**src/design/fpu_ss_pkg.sv**
```systemverilog
// Shared types for the floating-point offload unit
// Instruction union, channel structs, decoded instruction and opcodes

package fpu_ss_pkg;

  typedef logic [3:0] id_t;
  typedef logic [4:0] fpr_addr_t;

  // Major opcodes of the supported F instructions
  localparam logic [6:0] OPC_LOAD_FP  = 7'b0000111;
  localparam logic [6:0] OPC_STORE_FP = 7'b0100111;
  localparam logic [6:0] OPC_OP_FP    = 7'b1010011;

  // --------------------
  // Instruction word
  // --------------------
  typedef struct packed {
    logic [11:0] imm;
    fpr_addr_t   rs1;
    logic [2:0]  funct3;
    fpr_addr_t   rd;
    logic [6:0]  opcode;
  } i_fmt_t;

  // Upper immediate half doubles as funct7 for OP-FP
  typedef struct packed {
    logic [6:0] imm_hi;
    fpr_addr_t  rs2;
    fpr_addr_t  rs1;
    logic [2:0] funct3;
    logic [4:0] imm_lo;
    logic [6:0] opcode;
  } s_fmt_t;

  typedef union packed {
    i_fmt_t i_fmt;
    s_fmt_t s_fmt;
  } fpu_instr_u;

  typedef enum logic [2:0] {
    OP_NONE,
    OP_MV_W_X,
    OP_MV_X_W,
    OP_SGNJ,
    OP_SGNJN,
    OP_SGNJX,
    OP_LOAD,
    OP_STORE
  } fpu_op_e;

  typedef struct packed {
    fpu_op_e     op;
    fpr_addr_t   rd;
    fpr_addr_t   rs1;
    fpr_addr_t   rs2;
    logic        rd_is_fp;
    logic        use_rs1_fp;
    logic        use_rs2_fp;
    logic [2:0]  funct3;
    logic [11:0] offset;
  } dec_instr_t;

  // --------------------
  // Offload channels
  // --------------------
  typedef struct packed {
    fpu_instr_u  instr;
    logic [31:0] rs1;
    id_t         id;
  } x_issue_req_t;

  typedef struct packed {
    logic accept;
    logic writeback;
    logic loadstore;
  } x_issue_resp_t;

  typedef struct packed {
    logic [31:0] addr;
    logic [31:0] wdata;
    logic        we;
    logic [2:0]  size;
    id_t         id;
  } x_mem_req_t;

  typedef struct packed {
    logic [31:0] rdata;
    id_t         id;
  } x_mem_result_t;

  typedef struct packed {
    id_t         id;
    logic [31:0] data;
    fpr_addr_t   rd;
    logic        we;
  } x_result_t;

  // Outstanding load bookkeeping
  typedef struct packed {
    id_t       id;
    fpr_addr_t rd;
  } load_meta_t;

endpackage

```
**src/design/fpu_ss_decoder.sv**
```systemverilog
// Predecode and decode of offloaded F instruction words
// Fills the decoded struct and the issue response

module fpu_ss_decoder (
  input  fpu_ss_pkg::fpu_instr_u    instr_i,
  output fpu_ss_pkg::dec_instr_t    dec_o,
  output fpu_ss_pkg::x_issue_resp_t resp_o
);

  fpu_ss_pkg::fpu_op_e op;
  logic [6:0]          funct7;
  logic [2:0]          funct3;
  logic                is_sgnj;

  assign funct7 = instr_i.s_fmt.imm_hi;
  assign funct3 = instr_i.i_fmt.funct3;

  // Operation select, anything unmatched stays OP_NONE
  always_comb begin
    op = fpu_ss_pkg::OP_NONE;
    case (instr_i.i_fmt.opcode)
      fpu_ss_pkg::OPC_LOAD_FP: begin
        if (funct3 == 3'b010) op = fpu_ss_pkg::OP_LOAD;
      end
      fpu_ss_pkg::OPC_STORE_FP: begin
        if (funct3 == 3'b010) op = fpu_ss_pkg::OP_STORE;
      end
      fpu_ss_pkg::OPC_OP_FP: begin
        case (funct7)
          7'b0010000: begin
            case (funct3)
              3'b000:  op = fpu_ss_pkg::OP_SGNJ;
              3'b001:  op = fpu_ss_pkg::OP_SGNJN;
              3'b010:  op = fpu_ss_pkg::OP_SGNJX;
              default: op = fpu_ss_pkg::OP_NONE;
            endcase
          end
          7'b1111000: begin
            if (instr_i.s_fmt.rs2 == '0 && funct3 == 3'b000) op = fpu_ss_pkg::OP_MV_W_X;
          end
          7'b1110000: begin
            if (instr_i.s_fmt.rs2 == '0 && funct3 == 3'b000) op = fpu_ss_pkg::OP_MV_X_W;
          end
          default: op = fpu_ss_pkg::OP_NONE;
        endcase
      end
      default: op = fpu_ss_pkg::OP_NONE;
    endcase
  end

  assign is_sgnj = (op == fpu_ss_pkg::OP_SGNJ) || (op == fpu_ss_pkg::OP_SGNJN) ||
                   (op == fpu_ss_pkg::OP_SGNJX);

  // Register usage follows the operation
  always_comb begin
    dec_o            = '0;
    dec_o.op         = op;
    dec_o.rd         = instr_i.i_fmt.rd;
    dec_o.rs1        = instr_i.i_fmt.rs1;
    dec_o.rs2        = instr_i.s_fmt.rs2;
    dec_o.funct3     = funct3;
    dec_o.rd_is_fp   = is_sgnj || (op == fpu_ss_pkg::OP_MV_W_X) || (op == fpu_ss_pkg::OP_LOAD);
    dec_o.use_rs1_fp = is_sgnj || (op == fpu_ss_pkg::OP_MV_X_W);
    dec_o.use_rs2_fp = is_sgnj || (op == fpu_ss_pkg::OP_STORE);
    // S-type splits the immediate around rd
    if (op == fpu_ss_pkg::OP_STORE) begin
      dec_o.offset = {instr_i.s_fmt.imm_hi, instr_i.s_fmt.imm_lo};
    end else begin
      dec_o.offset = instr_i.i_fmt.imm;
    end
  end

  assign resp_o.accept    = (op != fpu_ss_pkg::OP_NONE);
  assign resp_o.writeback = (op == fpu_ss_pkg::OP_MV_X_W);
  assign resp_o.loadstore = (op == fpu_ss_pkg::OP_LOAD) || (op == fpu_ss_pkg::OP_STORE);

endmodule

```
**src/design/fpu_ss_regfile.sv**
```systemverilog
// Floating-point register file, 32 x 32 bits
// Two combinational read ports, two write ports

module fpu_ss_regfile (
  input  logic                  clk_i,
  input  logic                  rst_n_i,
  input  fpu_ss_pkg::fpr_addr_t raddr_a_i,
  input  fpu_ss_pkg::fpr_addr_t raddr_b_i,
  output logic [31:0]           rdata_a_o,
  output logic [31:0]           rdata_b_o,
  input  logic                  we_a_i,
  input  fpu_ss_pkg::fpr_addr_t waddr_a_i,
  input  logic [31:0]           wdata_a_i,
  input  logic                  we_b_i,
  input  fpu_ss_pkg::fpr_addr_t waddr_b_i,
  input  logic [31:0]           wdata_b_i
);

  logic [31:0][31:0] regs_q;

  // Port B is the load path and takes priority
  always_ff @(posedge clk_i or negedge rst_n_i) begin
    if (!rst_n_i) begin
      regs_q <= '0;
    end else begin
      if (we_a_i) regs_q[waddr_a_i] <= wdata_a_i;
      if (we_b_i) regs_q[waddr_b_i] <= wdata_b_i;
    end
  end

  assign rdata_a_o = regs_q[raddr_a_i];
  assign rdata_b_o = regs_q[raddr_b_i];

endmodule

```
**src/design/fpu_ss_load_tracker.sv**
```systemverilog
// Outstanding load tracker
// In-order metadata FIFO, pending-register mask, load writeback

module fpu_ss_load_tracker #(
  parameter int MEM_FIFO_DEPTH = 3
) (
  input  logic                      clk_i,
  input  logic                      rst_n_i,
  input  fpu_ss_pkg::dec_instr_t    dec_i,
  input  logic                      push_i,
  input  fpu_ss_pkg::load_meta_t    push_meta_i,
  output logic                      full_o,
  output logic                      hazard_o,
  input  logic                      mem_result_valid_i,
  input  fpu_ss_pkg::x_mem_result_t mem_result_i,
  output logic                      we_o,
  output fpu_ss_pkg::fpr_addr_t     waddr_o,
  output logic [31:0]               wdata_o
);

  localparam int PTR_W = (MEM_FIFO_DEPTH > 1) ? $clog2(MEM_FIFO_DEPTH) : 1;
  localparam int CNT_W = $clog2(MEM_FIFO_DEPTH + 1);

  fpu_ss_pkg::load_meta_t fifo_q [MEM_FIFO_DEPTH];
  fpu_ss_pkg::load_meta_t head;
  logic [PTR_W-1:0]       wr_ptr_q;
  logic [PTR_W-1:0]       rd_ptr_q;
  logic [CNT_W-1:0]       count_q;
  logic [31:0]            pending_q;
  logic [31:0]            set_mask;
  logic [31:0]            clr_mask;

  function automatic logic [PTR_W-1:0] ptr_next(input logic [PTR_W-1:0] ptr);
    ptr_next = (ptr == PTR_W'(MEM_FIFO_DEPTH - 1)) ? '0 : ptr + 1'b1;
  endfunction

  assign head   = fifo_q[rd_ptr_q];
  assign full_o = (count_q == CNT_W'(MEM_FIFO_DEPTH));

  // --------------------
  // Metadata FIFO
  // --------------------
  always_ff @(posedge clk_i) begin
    if (push_i) fifo_q[wr_ptr_q] <= push_meta_i;
  end

  // A result pops every cycle it is valid, no back-pressure
  always_ff @(posedge clk_i or negedge rst_n_i) begin
    if (!rst_n_i) begin
      wr_ptr_q <= '0;
      rd_ptr_q <= '0;
      count_q  <= '0;
    end else begin
      if (push_i) wr_ptr_q <= ptr_next(wr_ptr_q);
      if (mem_result_valid_i) rd_ptr_q <= ptr_next(rd_ptr_q);
      if (push_i && !mem_result_valid_i) begin
        count_q <= count_q + 1'b1;
      end else if (!push_i && mem_result_valid_i) begin
        count_q <= count_q - 1'b1;
      end
    end
  end

  // --------------------
  // Pending registers
  // --------------------
  assign set_mask = push_i ? (32'd1 << push_meta_i.rd) : '0;
  assign clr_mask = mem_result_valid_i ? (32'd1 << head.rd) : '0;

  always_ff @(posedge clk_i or negedge rst_n_i) begin
    if (!rst_n_i) begin
      pending_q <= '0;
    end else begin
      pending_q <= (pending_q & ~clr_mask) | set_mask;
    end
  end

  // Covers RAW on sources and WAW on rd
  assign hazard_o = (dec_i.use_rs1_fp && pending_q[dec_i.rs1]) ||
                    (dec_i.use_rs2_fp && pending_q[dec_i.rs2]) ||
                    (dec_i.rd_is_fp && pending_q[dec_i.rd]);

  assign we_o    = mem_result_valid_i;
  assign waddr_o = head.rd;
  assign wdata_o = mem_result_i.rdata;

endmodule

```
**src/design/fpu_ss_exec.sv**
```systemverilog
// Single instruction stage of the offload unit
// Sign injection, moves, address calculation, result and memory requests

module fpu_ss_exec (
  input  logic                      clk_i,
  input  logic                      rst_n_i,
  input  logic                      issue_valid_i,
  input  fpu_ss_pkg::x_issue_req_t  issue_req_i,
  input  fpu_ss_pkg::dec_instr_t    dec_i,
  input  logic                      accept_i,
  input  logic                      hazard_i,
  input  logic                      load_full_i,
  input  logic [31:0]               rdata_a_i,
  input  logic [31:0]               rdata_b_i,
  output logic                      issue_ready_o,
  output logic                      mem_valid_o,
  input  logic                      mem_ready_i,
  output fpu_ss_pkg::x_mem_req_t    mem_req_o,
  output logic                      load_push_o,
  output fpu_ss_pkg::load_meta_t    load_meta_o,
  output logic                      result_valid_o,
  input  logic                      result_ready_i,
  output fpu_ss_pkg::x_result_t     result_o,
  output logic                      fp_we_o,
  output fpu_ss_pkg::fpr_addr_t     fp_waddr_o,
  output logic [31:0]               fp_wdata_o
);

  typedef struct packed {
    fpu_ss_pkg::dec_instr_t dec;
    fpu_ss_pkg::id_t        id;
    logic [31:0]            op_a;
    logic [31:0]            op_b;
    logic [31:0]            int_rs1;
  } stage_t;

  stage_t      stage_q;
  logic        busy_q;
  logic        started_q;
  logic        take;
  logic        is_mem;
  logic        is_load;
  logic        mem_fire;
  logic        res_fire;
  logic [31:0] fp_val;

  assign take     = issue_valid_i && issue_ready_o && accept_i;
  assign is_load  = (stage_q.dec.op == fpu_ss_pkg::OP_LOAD);
  assign is_mem   = is_load || (stage_q.dec.op == fpu_ss_pkg::OP_STORE);
  assign mem_fire = mem_valid_o && mem_ready_i;
  assign res_fire = result_valid_o && result_ready_i;

  // Issue is held off for the first edge after reset
  assign issue_ready_o = started_q && !busy_q && !hazard_i;

  // --------------------
  // Stage register
  // --------------------
  always_ff @(posedge clk_i) begin
    if (take) begin
      stage_q.dec     <= dec_i;
      stage_q.id      <= issue_req_i.id;
      stage_q.op_a    <= rdata_a_i;
      stage_q.op_b    <= rdata_b_i;
      stage_q.int_rs1 <= issue_req_i.rs1;
    end
  end

  always_ff @(posedge clk_i or negedge rst_n_i) begin
    if (!rst_n_i) begin
      busy_q    <= 1'b0;
      started_q <= 1'b0;
    end else begin
      started_q <= 1'b1;
      if (take) begin
        busy_q <= 1'b1;
      end else if (mem_fire || res_fire) begin
        busy_q <= 1'b0;
      end
    end
  end

  // Sign injection keeps the magnitude of rs1
  always_comb begin
    case (stage_q.dec.op)
      fpu_ss_pkg::OP_SGNJ:  fp_val = {stage_q.op_b[31], stage_q.op_a[30:0]};
      fpu_ss_pkg::OP_SGNJN: fp_val = {~stage_q.op_b[31], stage_q.op_a[30:0]};
      fpu_ss_pkg::OP_SGNJX: fp_val = {stage_q.op_a[31] ^ stage_q.op_b[31], stage_q.op_a[30:0]};
      fpu_ss_pkg::OP_MV_W_X: fp_val = stage_q.int_rs1;
      default:              fp_val = stage_q.op_a;
    endcase
  end

  // --------------------
  // Result channel
  // --------------------
  assign result_valid_o = busy_q && !is_mem;
  assign result_o.id    = stage_q.id;
  assign result_o.data  = fp_val;
  assign result_o.rd    = stage_q.dec.rd;
  assign result_o.we    = !stage_q.dec.rd_is_fp;

  assign fp_we_o    = res_fire && stage_q.dec.rd_is_fp;
  assign fp_waddr_o = stage_q.dec.rd;
  assign fp_wdata_o = fp_val;

  // --------------------
  // Memory channel
  // --------------------
  // A load waits for room in the tracker
  assign mem_valid_o     = busy_q && is_mem && !(is_load && load_full_i);
  assign mem_req_o.addr  = stage_q.int_rs1 + {{20{stage_q.dec.offset[11]}}, stage_q.dec.offset};
  assign mem_req_o.wdata = stage_q.op_b;
  assign mem_req_o.we    = !is_load;
  assign mem_req_o.size  = stage_q.dec.funct3;
  assign mem_req_o.id    = stage_q.id;

  assign load_push_o    = mem_fire && is_load;
  assign load_meta_o.id = stage_q.id;
  assign load_meta_o.rd = stage_q.dec.rd;

endmodule

```
**src/design/fpu_ss_top.sv**
```systemverilog
// Top level of the floating-point offload unit
// Connects the offload channels to decoder, register file, tracker and stage

module fpu_ss_top #(
  parameter int MEM_FIFO_DEPTH = 3
) (
  input  logic                      clk_i,
  input  logic                      rst_n_i,
  input  logic                      x_issue_valid_i,
  input  fpu_ss_pkg::x_issue_req_t  x_issue_req_i,
  output logic                      x_issue_ready_o,
  output fpu_ss_pkg::x_issue_resp_t x_issue_resp_o,
  output logic                      x_mem_valid_o,
  input  logic                      x_mem_ready_i,
  output fpu_ss_pkg::x_mem_req_t    x_mem_req_o,
  input  logic                      x_mem_result_valid_i,
  input  fpu_ss_pkg::x_mem_result_t x_mem_result_i,
  output logic                      x_result_valid_o,
  input  logic                      x_result_ready_i,
  output fpu_ss_pkg::x_result_t     x_result_o
);

  fpu_ss_pkg::dec_instr_t dec;
  fpu_ss_pkg::load_meta_t load_meta;
  fpu_ss_pkg::fpr_addr_t  fp_waddr_a;
  fpu_ss_pkg::fpr_addr_t  fp_waddr_b;
  logic [31:0]            rdata_a;
  logic [31:0]            rdata_b;
  logic [31:0]            fp_wdata_a;
  logic [31:0]            fp_wdata_b;
  logic                   fp_we_a;
  logic                   fp_we_b;
  logic                   load_push;
  logic                   load_full;
  logic                   hazard;

  fpu_ss_decoder i_decoder (
    .instr_i (x_issue_req_i.instr),
    .dec_o   (dec),
    .resp_o  (x_issue_resp_o)
  );

  // Operand reads follow the decoded source fields
  fpu_ss_regfile i_regfile (
    .clk_i     (clk_i),
    .rst_n_i   (rst_n_i),
    .raddr_a_i (dec.rs1),
    .raddr_b_i (dec.rs2),
    .rdata_a_o (rdata_a),
    .rdata_b_o (rdata_b),
    .we_a_i    (fp_we_a),
    .waddr_a_i (fp_waddr_a),
    .wdata_a_i (fp_wdata_a),
    .we_b_i    (fp_we_b),
    .waddr_b_i (fp_waddr_b),
    .wdata_b_i (fp_wdata_b)
  );

  fpu_ss_load_tracker #(
    .MEM_FIFO_DEPTH (MEM_FIFO_DEPTH)
  ) i_load_tracker (
    .clk_i              (clk_i),
    .rst_n_i            (rst_n_i),
    .dec_i              (dec),
    .push_i             (load_push),
    .push_meta_i        (load_meta),
    .full_o             (load_full),
    .hazard_o           (hazard),
    .mem_result_valid_i (x_mem_result_valid_i),
    .mem_result_i       (x_mem_result_i),
    .we_o               (fp_we_b),
    .waddr_o            (fp_waddr_b),
    .wdata_o            (fp_wdata_b)
  );

  fpu_ss_exec i_exec (
    .clk_i          (clk_i),
    .rst_n_i        (rst_n_i),
    .issue_valid_i  (x_issue_valid_i),
    .issue_req_i    (x_issue_req_i),
    .dec_i          (dec),
    .accept_i       (x_issue_resp_o.accept),
    .hazard_i       (hazard),
    .load_full_i    (load_full),
    .rdata_a_i      (rdata_a),
    .rdata_b_i      (rdata_b),
    .issue_ready_o  (x_issue_ready_o),
    .mem_valid_o    (x_mem_valid_o),
    .mem_ready_i    (x_mem_ready_i),
    .mem_req_o      (x_mem_req_o),
    .load_push_o    (load_push),
    .load_meta_o    (load_meta),
    .result_valid_o (x_result_valid_o),
    .result_ready_i (x_result_ready_i),
    .result_o       (x_result_o),
    .fp_we_o        (fp_we_a),
    .fp_waddr_o     (fp_waddr_a),
    .fp_wdata_o     (fp_wdata_a)
  );

endmodule

```
**config.mk**
```make
export PLATFORM = sky130hd
export DESIGN_NAME = fpu_ss_top
export DESIGN_NICKNAME = d
export VERILOG_FILES = /design/src/design/fpu_ss_pkg.sv /design/src/design/fpu_ss_decoder.sv /design/src/design/fpu_ss_regfile.sv /design/src/design/fpu_ss_load_tracker.sv /design/src/design/fpu_ss_exec.sv /design/src/design/fpu_ss_top.sv
export SDC_FILE = /design/constraint.sdc
export NUM_CORES = 2
export LEC_CHECK = 0
export CAP_MARGIN = 15
export CORE_ASPECT_RATIO = 1.75
export CORE_MARGIN = 2
export CORE_UTILIZATION = 65
export DETAILED_ROUTE_END_ITERATION = 7
export DONT_BUFFER_PORTS = 1
export PLACE_DENSITY = 0.79
export SYNTH_ARGS = -nofsm -noshare
export SYNTH_HDL_FRONTEND = slang
export SYNTH_HIERARCHICAL = 1
export SYNTH_SLANG_ARGS = --single-unit
```
**constraint.sdc**
```tcl
create_clock -name clk_i -period 12.8 [get_ports clk_i]
set_clock_uncertainty 0.05 [all_clocks]
set_input_delay 2.56 -clock clk_i [delete_from_list [all_inputs] [get_ports clk_i]]
set_output_delay 2.56 -clock clk_i [all_outputs]
set_load 0.02 [all_outputs]
```
* After elaboration in Yosys (flattened, before gate mapping)
Memories as Yosys holds them, arrays and structs flattened.
Cells that the tools add are included.
** Operators by class
- Bitwise logic cells :: 5
- $add $sub $neg :: 5
- Reduce and logical (&&, ||, !) cells :: 44
- $lt $le $gt $ge :: 7
- Multiplexer cells :: 37
- Shift-type cells :: 2
- Eq/ne operators :: 24
** Operator list (count)
- bitwise mux 1024 bit :: 2
- two-way mux 1024 bit :: 2
- binary-select mux 32 bit (select 5 bit) :: 2
- demux 32 bit (select 5 bit) :: 2
- two-way mux 32 bit :: 6
- one-hot mux 32 bit (4 select lines) :: 1
- left shift 1 x 5 -> 32 bit, first input constant :: 2
- adder 32 bit :: 1
- bitwise AND 32 bit :: 1
- inverter 32 bit :: 1
- bitwise OR 32 bit :: 1
- < comparator 5 x 6 -> 1 bit, second input constant :: 5
- one-hot mux 3 bit (3 select lines) :: 3
- equality test 3 bit, second input constant :: 8
- equality test 7 bit, second input constant :: 3
- logical AND 1 bit :: 20
- binary-select mux 1 bit (select 5 bit) :: 3
- equality test 3 x 2 -> 1 bit, second input constant :: 4
- logical OR 1 bit :: 11
- greater-or-equal comparator 5 x 1 -> 1 bit, second input constant :: 2
- two-way mux 2 bit :: 5
- equality test 3 x 1 -> 1 bit, second input constant :: 3
- zero test 1 bit :: 8
- two-way mux 1 bit :: 8
- 14 further kinds :: 20
** Storage, ports and cells
- Memories :: 1
- Memory bits (writable) :: 27
- Register bits after elaboration :: 1188
- Input port bits :: 110
- Output and inout port bits :: 120
- Logic and storage cells :: 172
** Memory list
- i_load_tracker.fifo_q :: words 3, width 9, rd ports 1, clocked after Yosys merged registers in 0, wr ports 1, RTL line fpu_ss_load_tracker.sv:24 : fpu_ss_pkg::load_meta_t fifo_q [MEM_FIFO_DEPTH];

* Logic depth before layout (Yosys ltp)
- Depth after elaboration :: 17
- Gate-level depth with buffers :: 11
- Gate-level depth less buffers :: 10

* Cells and area by module
The synthesis kept the hierarchy.
** Modules (own cells, without submodules)
- fpu_ss_regfile :: instances 1, area each 65233.8 µm², sequential area each 25624.6 µm², cells an instance 7011
- fpu_ss_exec :: instances 1, area each 6723.9 µm², sequential area each 3773.6 µm², cells an instance 526
- fpu_ss_load_tracker :: instances 1, area each 3181.8 µm², sequential area each 1401.3 µm², cells an instance 282
- fpu_ss_decoder :: instances 1, area each 535.5 µm², sequential area each 0.0 µm², cells an instance 68

* Worst setup path before layout
No wires, ideal clock.
- Kind :: input port to flip-flop
- From :: input x_issue_req_i[51] in the netlist's numbering
- To :: register i_exec.stage_q, in the netlist i_exec/fp_waddr_o[0], enable pin
- Library setup time :: 0.500 ns
- Cell stages on the path :: 8
- Path buffers :: 2
- Data required time :: 12.250 ns
- Arrival :: 7.931 ns
- Setup slack :: 4.320 ns
- Cells stage by stage :: buf_4 clkbuf_1 mux4_2 mux4_2 o211ai_1 o211ai_1 nor3b_1 and3_1
** Between the ends
- Longest elaborated chain between the ends :: 9
** Ends and longest elaborated chain
- start: declaration :: RTL line fpu_ss_top.sv:10 : input fpu_ss_pkg::x_issue_req_t x_issue_req_i,
- binary-select mux 1 bit (select 5 bit) :: RTL line fpu_ss_load_tracker.sv:79 : assign hazard_o = (dec_i.use_rs1_fp && pending_q[dec_i.rs1]) ||
- two-way mux 1 bit (not written as such) :: RTL line fpu_ss_load_tracker.sv:79
- logical AND 1 bit :: RTL line fpu_ss_load_tracker.sv:79
- logical OR 1 bit :: RTL line fpu_ss_load_tracker.sv:79
- logical OR 1 bit :: RTL line fpu_ss_load_tracker.sv:80 : (dec_i.use_rs2_fp && pending_q[dec_i.rs2]) ||
- via hazard :: RTL line fpu_ss_top.sv:35 : logic hazard;
- zero test 1 bit :: RTL line fpu_ss_exec.sv:54 : assign issue_ready_o = started_q && !busy_q && !hazard_i;
- logical AND 1 bit :: RTL line fpu_ss_exec.sv:54
- via x_issue_ready_o :: RTL line fpu_ss_top.sv:11 : output logic x_issue_ready_o,
- logical AND 1 bit (2 in series) :: RTL line fpu_ss_exec.sv:47 : assign take = issue_valid_i && issue_ready_o && accept_i;
- via i_exec.take :: RTL line fpu_ss_exec.sv:40 : logic take;
- end: declaration :: RTL line fpu_ss_exec.sv:37 : stage_t stage_q;
The timed path passes the listed nets, and every way through them passes these cells. The select of a mux whose other input is x is not followed.
A chain may end at the register's enable or synchronous reset.

* Worst setup path after layout
- From :: input x_issue_req_i[52] in the netlist's numbering
- To :: output x_issue_ready_o
** Between the ends
- Longest elaborated chain between the ends :: 7
** Ends and longest elaborated chain (RTL line)
- binary-select mux 1 bit (select 5 bit) :: fpu_ss_load_tracker.sv:79
- two-way mux 1 bit (not written as such) :: fpu_ss_load_tracker.sv:79
- logical AND 1 bit :: fpu_ss_load_tracker.sv:79
- logical OR 1 bit :: fpu_ss_load_tracker.sv:79
- logical OR 1 bit :: fpu_ss_load_tracker.sv:80
- via hazard :: fpu_ss_top.sv:35
- zero test 1 bit :: fpu_ss_exec.sv:54
- logical AND 1 bit :: fpu_ss_exec.sv:54
- end: declaration :: fpu_ss_top.sv:11
The timed path passes the listed nets, and every way through them passes these cells. The select of a mux whose other input is x is not followed.

==> reports/results.tsv <==
stage	metric	value	unit
finish	drive_above_1_share	5.69	%
outcome	status	finished with violations	
clock_network	hold_buffers	0	
clock_network	cts.path.max_buffers	3	
clock_network	post_cts_resized	0	
placement	dpl.cell_count	8539	
placement	globalplace.congestion	0.924	
route	drcViolationCount	2	
flow_run	cap_violations	0	
timing	slew_viol_final	534	
placement	dp_hpwl	146000	microns
global_routing	grt_max_degree	523	
clock_network	cts.clk_slew.worst_paths	0.06	ns
timing	worst_pin_slew	2.45	ns
floorplanning	die_area	119000	sq um
clock_network	postCtsSetupBuffers	0	
route	wl_met1	91700	microns
timing	timing.hold.ws	0.436	ns
route	vias	63500	
global_routing	grt_usage	46.5	%
route	via_per_inst	7.25	
global_routing	gr-total-overflow	0	
timing	max_freq	123	MHz
outcome	violations	design-rule violations, max-slew violations	
floorplanning	die_y	455	microns
route	wl_per_cell	31.9	microns
finish	area_delta_synth_final	2.75	%
route	routed.top_layer	met5	
clock_network	clk_latency	0.76	ns
floorplanning	core	115000	sq um
worst_setup_path	crit_path_end	x_issue_ready_o	
placement	portBuffers	0	
floorplanning	start_util	65.5	%
power_and_ir_drop	ir_drop	0.159	mV
worst_setup_path	worst-path-max-fanout	520	
timing	layout_min_cycle_time	8.16	ns
worst_setup_path	worst_setup_path_start_kind	input port	
global_routing	antenna_found_initial	8	
worst_setup_path	cp_data_required_time	10.19	ns
finish	instances_no_fill	8750	
placement	pre_cts_ws	5.37	ns
timing	hold_violations	0	
route	antenna_left	0	
clock_network	htree_levels	3	
global_routing	grt_pass1_vias	63000	
worst_setup_path	worstReg2RegStart	i_load_tracker/pending_q[12]	
clock_network	cts-root-buf	clkbuf_16	
route	wl	279000	microns
clock_network	cts.sinks	1203	
route	met2_length	123000	microns
timing	setup_viol	0	
power_and_ir_drop	p_leak	36.1	nW
synthesis	yosys_warnings	6	
worst_setup_path	crit_arrival	5.55	ns
power_and_ir_drop	p_per_area	183	nW/um^2
synthesis	avgSynthCellArea	9.60	sq um
finish	fill_cells	8834	
power_and_ir_drop	power	14.3	mW
timing	relSlewSlack	-63.4	%
finish	final_cell_mix	mux2i_1 (2055), dfrtp_1 (1064), nand2_1 (760), a21oi_1 (735), nor2_1 (546)	
clock_network	cts_buffers	110	
worst_setup_path	reg2regPathDepth	7	
route	drt-initial-drc-count	8977	
worst_setup_path	r2r_end	i_exec/load_meta_o[6]	
route	first_pass_iters	8	
global_routing	grt_pass1_wl	405000	microns
worst_setup_path	reg2reg_slack	8.26	ns
timing	fin_ws	4.64	ns
clock_network	tritoncts	done	
worst_setup_path	criticalPathCategory	in -> out	
worst_setup_path	worstSetupEndpointType	output pin	
route	wl_met3	33000	microns
min_path	hold_class	reg -> reg	
synthesis	syn_area	75600	sq um
worst_setup_path	timing.critical_path.from	x_issue_req_i[52]	
finish	layout_commonest_cell	mux2i_1	
synthesis	synthesis.nets	8026	
timing	fin_setup_tns	0	ns
floorplanning	core.rowCount	165	
timing	rsz0062_at_grt	no	
floorplanning	die_w	262	microns
finish	fin_nets	7295	
synthesis	syn-instance-count	7883	
floorplanning	io_pins	230	
timing	fin_crit_sh	63.8	%
stage by stage:
step	area, sq um	utilization, %
detailed placement	74000	64.1
CTS	77700	67.3
global route	77700	67.3
global placement	74000	64.1
finish	77700	67.3
floorplan	75600	-
flip-flops by register name, indices dropped and copies added (netlist names):
name	cells
i_exec/busy_q	1
i_load_tracker/count_q	2
i_load_tracker/wr_ptr_q	2
i_exec/fp_waddr_o	5
i_exec/mem_req_o	35
i_exec/started_q	1
i_exec/load_meta_o	4
i_load_tracker/fifo_q	15
i_regfile/regs_q	1024
i_load_tracker/rd_ptr_q	2
i_load_tracker/pending_q	32
i_exec/stage_q	80
where the power goes:
| part | internal, mW | switching (mW) |
|---|---|---|
| clock network | 1.94 | 1.56 |
| logic | 1.94 | 2.13 |
| registers | 5.43 | 1.25 |
worst min-delay path by stage:
stage	depth (start not counted)	from	to	slack, ns
after floorplan	1	i_load_tracker/count_q[1]	i_load_tracker/count_q[1]	0.38
after global placement	1	i_load_tracker/count_q[1]	i_load_tracker/count_q[1]	0.40
after detailed placement	1	i_load_tracker/count_q[1]	i_load_tracker/count_q[1]	0.43
after CTS	1	i_load_tracker/count_q[1]	i_load_tracker/count_q[1]	0.44
after global routing	1	i_load_tracker/count_q[1]	i_load_tracker/count_q[1]	0.46
final	1	i_load_tracker/count_q[1]	i_load_tracker/count_q[1]	0.44
worst max-delay path, cell delays in order:
cell	delay, ns
mux4_2	0.66
mux4_2	0.50
o211ai_1	0.27
o211ai_1	0.14
nor3b_1	0.72
routing by layer:
metal  vias up  GRT usage [%]
met5         -              0
met4         8           43.0
met3      1609           12.7
met2      4752           70.6
met1     30500           53.0
li1      26600              -
layout make-up:
cell class	count	area (sq um)	area share, %
flip-flops and latches	1203	30800	39.6
diodes	5	12.5	0.0161
well taps	1503	1880	2.42
inverters	16	60.1	0.0773
clock inverters	50	607	0.781
clock buffers	152	3070	3.95
multi-input cells	5741	40600	52.2
repair buffers	80	736	0.947
Power figures use the tool's default switching activity.
